--- src/hw/br_rs_pkg.sv ---
package br_rs_pkg;

    localparam int RS_DEPTH         = 16;
    localparam int PTR_W            = $clog2(RS_DEPTH) + 1; // extra wrap bit
    localparam int TAG_W            = 8;
    localparam int XLEN             = 32;
    localparam int NUM_RESULT_BUSES = 5;

    // writeback buses, lowest index wins on a tag collision
    localparam int BUS_ALU  = 0;
    localparam int BUS_MUL  = 1;
    localparam int BUS_DIV  = 2;
    localparam int BUS_LOAD = 3;
    localparam int BUS_BR   = 4; // branch link result

    typedef struct packed {
        logic [TAG_W-1:0] tag;
        logic             ready;
        logic [XLEN-1:0]  data;
    } operand_t;

    typedef struct packed {
        logic             valid;
        logic [TAG_W-1:0] tag;
        logic [XLEN-1:0]  data;
    } result_bus_t;

    typedef struct packed {
        logic [XLEN-1:0]  inst_num;
        logic [XLEN-1:0]  pc;
        logic [TAG_W-1:0] rd;
        logic             jump;
        logic             branch;
        logic [2:0]       funct3;
        logic [XLEN-1:0]  imm;
        logic             pred_taken;
        logic             pred_hit;
        operand_t         src1;
        operand_t         src2;
    } rs_entry_t;

    // what the branch unit gets, operands already resolved to data
    typedef struct packed {
        logic [XLEN-1:0]  inst_num;
        logic [XLEN-1:0]  pc;
        logic [TAG_W-1:0] rd;
        logic             jump;
        logic             branch;
        logic [2:0]       funct3;
        logic [XLEN-1:0]  imm;
        logic             pred_taken;
        logic             pred_hit;
        logic [XLEN-1:0]  op1;
        logic [XLEN-1:0]  op2;
    } issue_t;

endpackage

--- src/hw/br_rs_wakeup.sv ---
`timescale 1ns/100ps

module br_rs_wakeup (
    input  br_rs_pkg::operand_t    in,
    input  br_rs_pkg::result_bus_t result_buses [br_rs_pkg::NUM_RESULT_BUSES],
    output br_rs_pkg::operand_t    out
);

    import br_rs_pkg::*;

    logic [NUM_RESULT_BUSES-1:0] hit;

    // per-bus tag compare
    always_comb begin
        for (int i = 0; i < NUM_RESULT_BUSES; i++) begin
            hit[i] = result_buses[i].valid && (result_buses[i].tag == in.tag);
        end
    end

    // walk from the lowest priority bus up, so ALU lands last and wins
    always_comb begin
        out = in;
        if (!in.ready) begin
            for (int i = NUM_RESULT_BUSES - 1; i >= BUS_ALU; i--) begin
                if (hit[i]) begin
                    out.ready = 1'b1;
                    out.data  = result_buses[i].data;
                end
            end
        end
    end

endmodule

--- src/hw/br_rs_dispatch.sv ---
`timescale 1ns/100ps

module br_rs_dispatch (
    input  logic                   clk,
    input  logic                   rst,
    input  logic                   flush,
    input  logic                   dispatch_valid,
    input  br_rs_pkg::rs_entry_t   dispatch_entry,
    input  br_rs_pkg::result_bus_t result_buses [br_rs_pkg::NUM_RESULT_BUSES],
    output logic                   stage_valid,
    output br_rs_pkg::rs_entry_t   stage_entry
);

    import br_rs_pkg::*;

    operand_t  src1_woken;
    operand_t  src2_woken;
    rs_entry_t entry_woken;

    // catch results broadcast in the dispatch cycle itself
    br_rs_wakeup i_wake_src1 (
        .in           (dispatch_entry.src1),
        .result_buses (result_buses),
        .out          (src1_woken)
    );

    br_rs_wakeup i_wake_src2 (
        .in           (dispatch_entry.src2),
        .result_buses (result_buses),
        .out          (src2_woken)
    );

    always_comb begin
        entry_woken      = dispatch_entry;
        entry_woken.src1 = src1_woken;
        entry_woken.src2 = src2_woken;
    end

    always_ff @(posedge clk) begin
        if (rst || flush) begin
            stage_valid <= 1'b0; // flush drops the staged instr too
        end else begin
            stage_valid <= dispatch_valid;
        end
    end

    // payload only moves on a strobe
    always_ff @(posedge clk) begin
        if (dispatch_valid) begin
            stage_entry <= entry_woken;
        end
    end

    // operands that came in ready keep their dispatched data
    a_ready_src_kept: assert property (
        @(posedge clk) disable iff (rst || flush)
        dispatch_valid |=>
            (!$past(dispatch_entry.src1.ready) ||
             stage_entry.src1.data == $past(dispatch_entry.src1.data)) &&
            (!$past(dispatch_entry.src2.ready) ||
             stage_entry.src2.data == $past(dispatch_entry.src2.data))
    );

endmodule

--- config.mk ---
export PLATFORM = sky130hd
export DESIGN_NAME = br_rs_dispatch
export DESIGN_NICKNAME = d
export VERILOG_FILES = /design/src/hw/br_rs_pkg.sv /design/src/hw/br_rs_wakeup.sv /design/src/hw/br_rs_dispatch.sv
export SDC_FILE = /design/constraint.sdc
export NUM_CORES = 1
export LEC_CHECK = 0
export ABC_AREA = 1
export BUFFER_PORTS_ARGS = -buffer_cell sky130_fd_sc_hd__buf_2
export CAP_MARGIN = 5
export CORE_AREA = 3 3 231 233
export DETAILED_ROUTE_END_ITERATION = 6
export DIE_AREA = 0 0 234 236
export GPL_TIMING_DRIVEN = 0
export PLACE_DENSITY = 0.59
export SLEW_MARGIN = 20
export SYNTH_ARGS = -nofsm -noshare
export SYNTH_HDL_FRONTEND = slang
export SYNTH_SLANG_ARGS = --single-unit
--- constraint.sdc ---
create_clock -name clk -period 1.7 [get_ports clk]
set_input_delay 0.17 -clock clk [delete_from_list [all_inputs] [get_ports clk]]
set_output_delay 0.17 -clock clk [all_outputs]
set_load 0.02 [all_outputs]
### Yosys cells after proc, flatten, opt, wreduce, memory -nomap -nowiden

Index checks and enable logic that the tools add are counted.
W data, S select, Z words.

| word-level totals | value |
|---|---|
| output and inout port bits | 194 |
| register bits | 194 |
| bits of input ports | 402 |
| word-level logic and storage cells | 51 |

| cells by class | value |
|---|---|
| muxes and demuxes | 12 |
| equal/unequal tests | 10 |
| reduce and logical (&&, ||, !) cells | 13 |

Operator list:

| cell | number |
|---|---|
| $mux W32 | 10 |
| $eq A8 B8 Y1 | 10 |
| $mux W33 | 2 |
| $logic_and A1 B1 Y1 | 10 |
| $reduce_or A5 Y1 | 2 |
| $logic_or A1 B1 Y1 | 1 |

### Longest topological paths before layout

Gate-level depths: netlist (run 1).

| logic depth | value |
|---|---|
| depth after elaboration | 8 |
| gate-level depth with buffers | 15 |
| gate-level depth less buffers | 14 |

### By module

Synthesis (run 1) repeated with hierarchy kept, for this count alone.

| second synthesis, totals | value |
|---|---|
| cells, all modules | 1457 |
| area total of the unflattened synthesis | 12152.9 sq um |

By module, submodules not included:

| module | instances | cells an instance | sequential area each (sq um) | area each (sq um) |
|---|---|---|---|---|
| br_rs_wakeup | 2 | 630 | 0.0 | 3161.8 |
| br_rs_dispatch | 1 | 197 | 5815.6 | 5829.3 |

### Worst setup path after synthesis (run 1)

No wires, ideal clock.

| timing path | value |
|---|---|
| kind | input port to flip-flop |
| start | input dispatch_entry[40] in the netlist's numbering |
| end | register stage_entry[22] in the netlist's numbering, data pin |
| library setup time | 0.257 ns |
| arrival | 1.341 ns |
| stages on the path | 9 |
| required time | 1.443 ns |
| path slack | 0.102 ns |
| buffers on the path | 2 |
| cell sequence | buf_4 -> xor2_1 -> nor3_2 -> clkbuf_1 -> nand3b_1 -> nand3_1 -> nand2_1 -> nand2_1 -> a21oi_2 |

RTL lines:

| element | RTL line | text |
|---|---|---|
| start: declaration | br_rs_dispatch.sv:8 | `input br_rs_pkg::rs_entry_t dispatch_entry,` |
| end signal: assignment | br_rs_dispatch.sv:50 | `stage_entry <= entry_woken;` |
| end: declaration | br_rs_dispatch.sv:11 | `output br_rs_pkg::rs_entry_t stage_entry` |

==> results.json, run 1 <==
{
  "status": "finished with violations",
  "violations": "design-rule violations",
  "initial_core_util_pct": 23.67,
  "die_h_um": 236,
  "drive_above_1_share_pct": 34.52,
  "cts_sinks": 194,
  "clkTransAtPathRegs_ns": 0.08,
  "routed_wl_mm": 68.63,
  "ys_types": 33,
  "fin_crit_ns": 1.679,
  "required_ns": 1.94,
  "rsz0062_at_grt": "true",
  "dp_hpwl_mm": 52.02,
  "grt_pass1_wl_mm": 96.37,
  "slew-limit-headroom_pct": 38.43,
  "crit_path_end_kind": "flop",
  "vias": 14480,
  "io_buffer_count": 593,
  "crit_path_end": "stage_entry[9]",
  "vdd_drop_max_v": 0.0006847,
  "finalNonFillerCells": 3055,
  "syn-cell-area_mm2": 0.01217,
  "fin_area_mm2": 0.01871,
  "leakage_nw": 9.262,
  "synth_top_area_share_pct": 47.63,
  "seq_area_mm2": 0.005816,
  "final-setup-viol-count": 0,
  "numCtsBuffers": 17,
  "critPathKind": "in -> reg",
  "hold_path_startpoint": "dispatch_entry[45]",
  "netlist.top_cell.by_area": "edfxtp_1",
  "place_inst": 2833,
  "synth_edf_count": 193,
  "grt_pass1_vias": 14360,
  "cts_tree": "built",
  "arrival_ns": 1.92,
  "die_x_um": 234,
  "slew_violations": 0,
  "first_iter_violations": 1153,
  "maxCapViolations": 0,
  "worst_pin_slew_ns": 0.9236,
  "synthArstFlopShare_pct": 0,
  "power_density_mw_per_mm2": 711.1,
  "wl_per_cell_um": 22.46,
  "synthToLayoutAreaGrowth_pct": 53.76,
  "clockBufferDepth": 2,
  "postSynthCellCount": 1558,
  "synth_nets": 1960,
  "first_pass_iters": 7,
  "drc": 2,
  "synth_area_per_cell_um2": 7.810,
  "std_cell_rows": 83,
  "gp_congestion": 0.9047,
  "track_usage_pct": 24.10,
  "yosysWarnings": 0,
  "hp-class": "in -> reg",
  "fin_nets": 2754,
  "ys_seq_area_share_pct": 47.79,
  "crit_path_start": "dispatch_entry[37]",
  "die_area_mm2": 0.05522,
  "antenna_found_initial": 21,
  "multiInputGateArea_mm2": 0.005230,
  "cts_root_buf": "clkbuf_16",
  "drt-vias-per-instance": 4.739,
  "placed_area_mm2": 0.01605,
  "max_freq_mhz": 595.6,
  "io_pins": 596,
  "synthTopCellsByArea": "edfxtp_1 (48%), nand2_1 (14%), nand3_1 (7.2%)",
  "finalCritPeriodShare_pct": 98.76,
  "fill_cells": 5421,
  "ys.flop_type": "edfxtp_1",
  "cp-start-kind": "primary input",
  "grt_max_degree": 100,
  "htree_levels": 4,
  "grt.overflow.total": 0,
  "detail-route-antenna-nets": 0,
  "core-area_mm2": 0.05141,
  "cp_max_fo": 10,
  "synth-seq-cells": 194,
  "hold_viol": 0
}
registers in the layout, indices dropped and copies added, names as in the netlist:
register     cells
stage_valid      1
stage_entry    193
logic make-up (layout without fill, tap and decap cells):
group	Yosys count	count (layout)	share of synthesized area, %
compound gates	226	226	10.45
simple gates	844	844	30.26
flops	194	194	47.79
other cells	0	11	0
buf+inv	272	1078	9.913
xor+xnor	22	22	1.584
where the power goes:
part | switching (mW) | internal [mW]
Clock | 2.26 | 1.97
Combinational | 2.01 | 1.25
Sequential | 0.103 | 5.71
Total | 4.37 | 8.94
worst max-delay path: stages:
cell and delay (ns):
buf_2 0.19, inv_2 0.08, a21boi_1 0.20, nand2_1 0.10
nor3_2 0.20, nand3_4 0.21, inv_2 0.19, clkbuf_4 0.29
a21oi_1 0.10, nand2_1 0.09, a21oi_2 0.07
cell type report:
class                      count  share of cell area [%]
clock inverter                14                  0.8694
clock buffer                  17                   2.274
sequential                   194                   31.08
multi-input combinational   1092                   27.95
buffer                        86                   3.190
inverter                     184                   3.718
tap                          680                   4.548
timing repair buffer         777                   26.22
antenna                       11                  0.1471
cells in the mapped netlist, drive strengths merged (5+ instances only):
master	number
nand4	5
xor2	10
o22ai	8
inv	184
o21ai	15
edfxtp	193
xnor2	12
nand3b	33
a21oi	198
nand2	448
clkbuf	21
nand3	176
buf	66
nor2	178
cell usage in the layout (no fill, tap or decap), types with 8 or more instances in the layout:
cell type,instances
buf_4,21
a21oi_1,165
clkbuf_16,18
edfxtp_1,193
a21oi_2,33
dlygate4sd3_1,168
nor2_4,10
nand3_1,172
xnor2_1,12
o22ai_1,8
clkbuf_4,20
nor2_1,135
nand3b_1,33
xor2_1,10
nor2_2,33
inv_2,15
buf_2,612
clkbuf_1,12
o21ai_0,10
diode_2,11
buf_6,16
inv_1,167
nand2_1,445
routing by layer:
layer	GRT usage, %	vias to the layer above	routed length (µm)
li1	-	6700	-
met3	5.495	156	5158
met2	41.01	799	33040
met1	29.19	6802	27540
met5	0	-	134
met4	9.831	22	2747
worst min path at each step:
| stage | end | slack, ns | depth (start not counted) |
|---|---|---|---|
| floorplan | stage_valid | 0.25 | 1 |
| global placement | stage_valid | 0.34 | 2 |
| detailed placement | stage_entry[102] | 0.35 | 1 |
| CTS | stage_entry[45] | 0.002 | 3 |
| global route | stage_entry[76] | 0.02 | 1 |
| finish | stage_entry[45] | 0.04 | 3 |
metrics by stage:
stage               util (%)  total power, mW    TNS, ns  worst slack, ns  hold WS (ns)
floorplan                  -            7.267          0           0.1023        0.2451
global placement       31.10            8.792    -492.64           -2.275        0.3445
detailed placement     31.23            8.800     -60.96           -1.169        0.3481
CTS                    35.84            13.46  -0.002137        -0.002137      0.001751
global route           36.38            13.89   -0.06649         -0.04543       0.02086
finish                 36.40            13.30          0          0.02114       0.04333
repair_timing:
item                       CTS  global route
gates cloned                 0             1
hold buffers               168             0
hold endpoints to repair   167             0
setup endpoints to repair   65            63
pin swaps                    1             8
gates resized for setup     28            40
setup buffers                2            11
(Power assumes the default switching activity.)
==> run 2, diff against run 1 <==
Settings changed: CELL_PAD_IN_SITES_DETAIL_PLACEMENT set to 1, CELL_PAD_IN_SITES_GLOBAL_PLACEMENT set to 1, CORE_AREA 3 3 231 233 to 3 3 228 230, DIE_AREA 0 0 234 236 to 0 0 231 233, PLACE_DENSITY 0.59 to 0.77.
==> run 2 against run 1 <==
Net effect: the run now ends clean; combinational power is 2% higher; non-clock buffer count fell by 30; clock power up 4%; power is 1.8% higher; largest power group unchanged.
==> results.json, run 2 (synthesized netlist as in run 1, its figures left out) <==
{
  "status": "complete, no violations",
  "finalCritPeriodShare_pct": 96.93,
  "io_buffer_count": 593,
  "power_frac_comb_pct": 24.5,
  "cp_slowest_cell": "buf_4",
  "first_pass_iters": 5,
  "setup_tns_ns": 0,
  "cts_root_buf": "clkbuf_16",
  "std_cell_rows": 82,
  "core-area_mm2": 0.05007,
  "gp_congestion": 0.9158,
  "vdd_drop_max_v": 0.0006996,
  "leakage_nw": 9.180,
  "final_common_cell": "buf_2",
  "required_ns": 1.94,
  "numCtsBuffers": 17,
  "arrival_ns": 1.88,
  "reg.largest.list": "stage_entry x193, stage_valid x1",
  "grt_pass1_vias": 15610,
  "rsz0062_at_grt": "true",
  "critPathKind": "in -> reg",
  "largest_reg_flops": 193,
  "final-setup-viol-count": 0,
  "critPathTopFamily": "buffers and inverters",
  "clkTransAtPathRegs_ns": 0.09,
  "placed_area_mm2": 0.01604,
  "die_x_um": 231,
  "cp_max_fo": 10,
  "first_iter_violations": 942,
  "p_int_mw": 8.998,
  "fin_nets": 2724,
  "hold_viol": 0,
  "cts_sinks": 194,
  "fin_area_mm2": 0.01846,
  "p_sw_mw": 4.546,
  "crit_path_end": "stage_entry[45]",
  "slowest_delay_ns": 0.18,
  "power_density_mw_per_mm2": 733.5,
  "hp-class": "in -> reg",
  "pwr-share-clk_pct": 32.4,
  "vias": 14720,
  "track_usage_pct": 26.94,
  "crit_path_end_kind": "flop",
  "place_inst": 2825,
  "dp_hpwl_mm": 56.16,
  "maxCapViolations": 0,
  "whs_ns": 0.03930,
  "htree_levels": 4,
  "slew_violations": 0,
  "die_h_um": 233,
  "drive_above_1_share_pct": 35.07,
  "fin_crit_ns": 1.648,
  "worstPathCellList": "clkbuf_4 -> inv_2 -> o21ai_0 -> nor2_1 -> nand3_2 -> nor2_4 -> buf_12 -> nor2_4 -> buf_4 -> buf_4 -> nand2_1 -> nand3_1 -> nand2_1 -> a21oi_1",
  "drt-vias-per-instance": 4.876,
  "drc": 0,
  "antenna_found_initial": 19,
  "finalNonFillerCells": 3019,
  "worst_pin_slew_ns": 0.9134,
  "detail-route-antenna-nets": 0,
  "die_area_mm2": 0.05382,
  "critPathBufInv": 5,
  "cts_tree": "built",
  "grt_pass1_wl_mm": 104.9,
  "cp-start-kind": "primary input",
  "power_frac_seq_pct": 43.1,
  "wl_per_cell_um": 24.88,
  "routed_wl_mm": 75.12,
  "final_cell_mix": "buf_2 (604), nand2_1 (445), edfxtp_1 (193)",
  "swShare_pct": 33.57,
  "grt_max_degree": 99,
  "top_register": "stage_entry",
  "max_freq_mhz": 606.8,
  "slew-limit-headroom_pct": 39.10,
  "io_pins": 596,
  "synthToLayoutAreaGrowth_pct": 51.74,
  "initial_core_util_pct": 24.30,
  "crit_path_start": "dispatch_entry[77]",
  "cp.depth": 14,
  "clockBufferDepth": 2,
  "grt.overflow.total": 0
}
[run 2: cell count changes in the layout (fill, tap and decap cells not counted), sizes merged]
cell         previous run  this run
dlygate4sd3           168       139
buf                   657       663
clkbuf                 54        49
clkinv                  7         4
inv                   191       193
diode                  11        12
[run 2: through the flow]
stage                     utilization [%]  total power, mW  setup WS (ns)
after detailed placement            32.04            8.885         -1.208
after global routing                36.86            14.10       -0.01041
final                               36.88            13.54        0.05214
after global placement              31.91            8.831         -2.255
after CTS                           36.42            13.65       0.007212
after floorplan                         -            7.267         0.1023
[run 2: area by class of cell]
cell class              instances  area [µm²]
well taps                     672       840.8
diodes                         12       30.03
fillers                      6248       31600
multi-input cells            1092        5278
flip-flops and latches        194        5816
inverters                     184       698.2
plain buffers                  86       605.6
clock buffers                  19       452.9
repair buffers                747        4591
clock inverters                13       152.6
[run 2: worst min-delay path by stage]
stage                       start               to  cells after the start
2_1_floorplan               flush      stage_valid                      1
5_1_grt        dispatch_entry[17]  stage_entry[17]                      3
4_1_cts        dispatch_entry[26]  stage_entry[26]                      3
3_3_place_gp                  rst      stage_valid                      2
6_report       dispatch_entry[66]  stage_entry[66]                      3
3_5_place_dp                  rst      stage_valid                      2
[run 2: what timing repair did]
item                                    in CTS  in global routing
hold buffers                               137                  2
setup buffers                                9                  4
endpoints found under the hold margin      146                  2
pin swaps                                    7                  6
gates resized for setup                     42                 54
endpoints found under the setup margin      65                 62
[run 2: power by group through the flow]
stage	sequential (mW)	clock [mW]	combinational, mW
5_1_grt	5.88	4.69	3.53
2_1_floorplan	6.46	0	0.806
3_5_place_dp	5.93	0	2.96
4_1_cts	5.83	4.55	3.27
3_3_place_gp	5.95	0	2.88
6_report	5.84	4.38	3.32
[run 2: layer usage]
metal | routed length [µm] | track usage, %
met2 | 36530 | 46.80
met4 | 4204 | 13.71
met5 | 116 | 0
met1 | 28940 | 31.11
met3 | 5327 | 6.109
==> run 3, diff against run 2 <==
Settings changed: ABC_AREA 1 to unset, CORE_AREA 3 3 228 230 to 3 3 230 232, DIE_AREA 0 0 231 233 to 0 0 233 235, PLACE_DENSITY 0.77 to 0.71.
==> run 3 against run 2 <==
Net effect: the run now ends with negative setup slack left; wire length decreased by 7.1%; core utilization down 1.2 points; highest routed layer unchanged; global-route usage is 2.4 points lower; fmax is 3.7% lower; synthesized cell count fell by 27%; non-clock buffer count grew 18; critical path depth down 5; combinational power is 3% lower; clock power shrank 4%; area after synthesis shrank 7.1%; power down 1.9%; sequential share of layout area increased by 0.31 points.
==> results.json, run 3 <==
{
  "synth_top_area_share_pct": 51.25,
  "p_sw_mw": 4.275,
  "power_frac_seq_pct": 43.9,
  "die_area_mm2": 0.05476,
  "cts_sinks": 194,
  "top_register": "stage_entry",
  "wl_per_cell_um": 26.87,
  "post-route-util_pct": 35.71,
  "gp_congestion": 0.8641,
  "cp-start-kind": "primary input",
  "power_mw": 13.28,
  "required_ns": 2.02,
  "power_density_mw_per_mm2": 726.5,
  "arrival_ns": 2.03,
  "finalNonFillerCells": 2598,
  "routed_wl_mm": 69.81,
  "synthTopCellsByCount": "edfxtp_1 (193), nand2_1 (165), nor2_1 (99)",
  "synth_nets": 1533,
  "first_pass_iters": 5,
  "core-area_mm2": 0.05120,
  "vdd_drop_max_v": 0.0007088,
  "fill_cells": 5974,
  "dp_hpwl_mm": 51.97,
  "setup_tns_ns": -0.01198,
  "drc": 0,
  "setup_ws_ns": -0.01198,
  "cts_root_buf": "clkbuf_16",
  "leakage_nw": 7.634,
  "htree_levels": 4,
  "synth_most_common_cell": "edfxtp_1",
  "netlist.top_cell.by_area": "edfxtp_1",
  "die_h_um": 235,
  "crit_path_end_kind": "flop",
  "antenna_found_initial": 20,
  "power_frac_comb_pct": 24.3,
  "violations": "negative setup slack",
  "slew-limit-headroom_pct": 36.33,
  "io_pins": 596,
  "ys.flop_type": "edfxtp_1",
  "placed_area_mm2": 0.01563,
  "worst_pin_slew_ns": 0.9550,
  "grt_max_degree": 101,
  "synth_edf_count": 193,
  "clkTransAtPathRegs_ns": 0.09,
  "synthToLayoutAreaGrowth_pct": 61.67,
  "synth-seq-cells": 194,
  "largest_reg_flops": 193,
  "dp_slack_ns": -1.227,
  "detail-route-antenna-nets": 0,
  "initial_core_util_pct": 22.09,
  "postSynthCellCount": 1131,
  "synth_area_per_cell_um2": 9.999,
  "hp-class": "in -> reg",
  "final_common_cell": "buf_2",
  "p_int_mw": 9.007,
  "finalCritPeriodShare_pct": 100.7,
  "synthTopCellsByArea": "edfxtp_1 (51%), xnor2_1 (5.5%), nand2_1 (5.5%)",
  "io_buffer_count": 595,
  "ys_seq_area_share_pct": 51.43,
  "critPathKind": "in -> reg",
  "pwr-share-clk_pct": 31.8,
  "whs_ns": 0.04358,
  "fin_area_mm2": 0.01828,
  "ys_types": 41,
  "final-setup-viol-count": 1,
  "max_freq_mhz": 584.1,
  "die_x_um": 233,
  "vias": 13000,
  "drt-vias-per-instance": 5.002,
  "grt_pass1_vias": 13940,
  "reg.largest.list": "stage_entry x193, stage_valid x1",
  "place_inst": 2408,
  "syn-cell-area_mm2": 0.01131,
  "drive_above_1_share_pct": 44.71,
  "grt.overflow.total": 0,
  "std_cell_rows": 83,
  "maxCapViolations": 0,
  "hold_viol": 0,
  "yosysWarnings": 0,
  "fin_crit_ns": 1.712,
  "final_cell_mix": "buf_2 (594), edfxtp_1 (193), nand2_1 (163)",
  "first_iter_violations": 778,
  "cts_tree": "built",
  "grt_pass1_wl_mm": 97.37,
  "synthArstFlopShare_pct": 0,
  "cp_max_fo": 6,
  "track_usage_pct": 24.56,
  "clockBufferDepth": 2,
  "numCtsBuffers": 17,
  "rsz0062_at_grt": "true",
  "slew_violations": 0,
  "status": "finished with violations",
  "fin_nets": 2299,
  "swShare_pct": 32.19
}
## run 3: cell count changes in the layout (fill, tap and decap cells not counted), sizes merged, moves of 33 or more
cell,before,now
nand2,448,165
inv,193,10
nand3,176,69
a21oi,198,94
nor2,178,99
xnor2,12,72
nand4,5,44
nor3,3,39
nand3b,33,0
## run 3: cells by family (layout without fill, tap and decap cells)
logic type / count (synthesis) / after routing / share of synthesized area (%)
other: 0 / 8 / 0
XOR/XNOR: 80 / 80 / 6.263
flip-flops: 194 / 194 / 51.43
AND/OR/NAND/NOR: 460 / 460 / 18.62
multiplexers: 64 / 64 / 6.019
buffers and inverters: 107 / 886 / 4.382
AO/OA/AOI/OAI: 226 / 226 / 13.29
## run 3: worst max-delay path: stages
cell and delay [ns]:
buf_2 0.12, buf_8 0.14, xnor2_2 0.13, nand3_2 0.12, or3_4 0.47, buf_4 0.20
and3_1 0.19, o31a_1 0.27, a31oi_1 0.21
## run 3: cell type report
cell class                      count  area (µm²)  share of cell area [%]
Sequential cell                   194        5816                   31.81
Tap cell                          680       850.8                   4.654
Buffer                             96       798.3                   4.366
Inverter                            3       11.26                 0.06159
Clock inverter                     15       158.9                  0.8691
Antenna cell                        8       20.02                  0.1095
Multi-Input combinational cell    830        5559                   30.41
Clock buffer                       17       425.4                   2.327
Timing Repair Buffer              755        4643                   25.40
## run 3: final timing paths
kind,depth (start not counted),to,from
worst max-delay path,9,stage_entry[44],dispatch_entry[76]
worst min-delay path,1,stage_entry[104],dispatch_valid
## run 3: layer usage
metal	wire length, µm	GRT usage, %	vias up
met4	2803	10.73	20
met2	35010	43.13	624
met3	4881	6.062	152
li1	-	-	5744
met5	128	0	-
met1	26980	28.08	6455
## run 3: timing repair
action | in CTS | in global routing
pin swaps | 8 | 25
setup endpoints to repair | 65 | 63
resized for setup | 76 | 95
hold buffers | 131 | 0
buffers inserted | 15 | 10
endpoints found under the hold margin | 130 | 0
cloned | 0 | 2
## run 3: power by group through the flow
stage / registers, mW / logic [mW] / clock network, mW
final: 5.83 / 3.23 / 4.22
after global routing: 5.87 / 3.42 / 4.53
after CTS: 5.82 / 3.16 / 4.36
after detailed placement: 5.93 / 2.86 / 0
after global placement: 5.95 / 2.79 / 0
after floorplan: 6.46 / 0.790 / 0
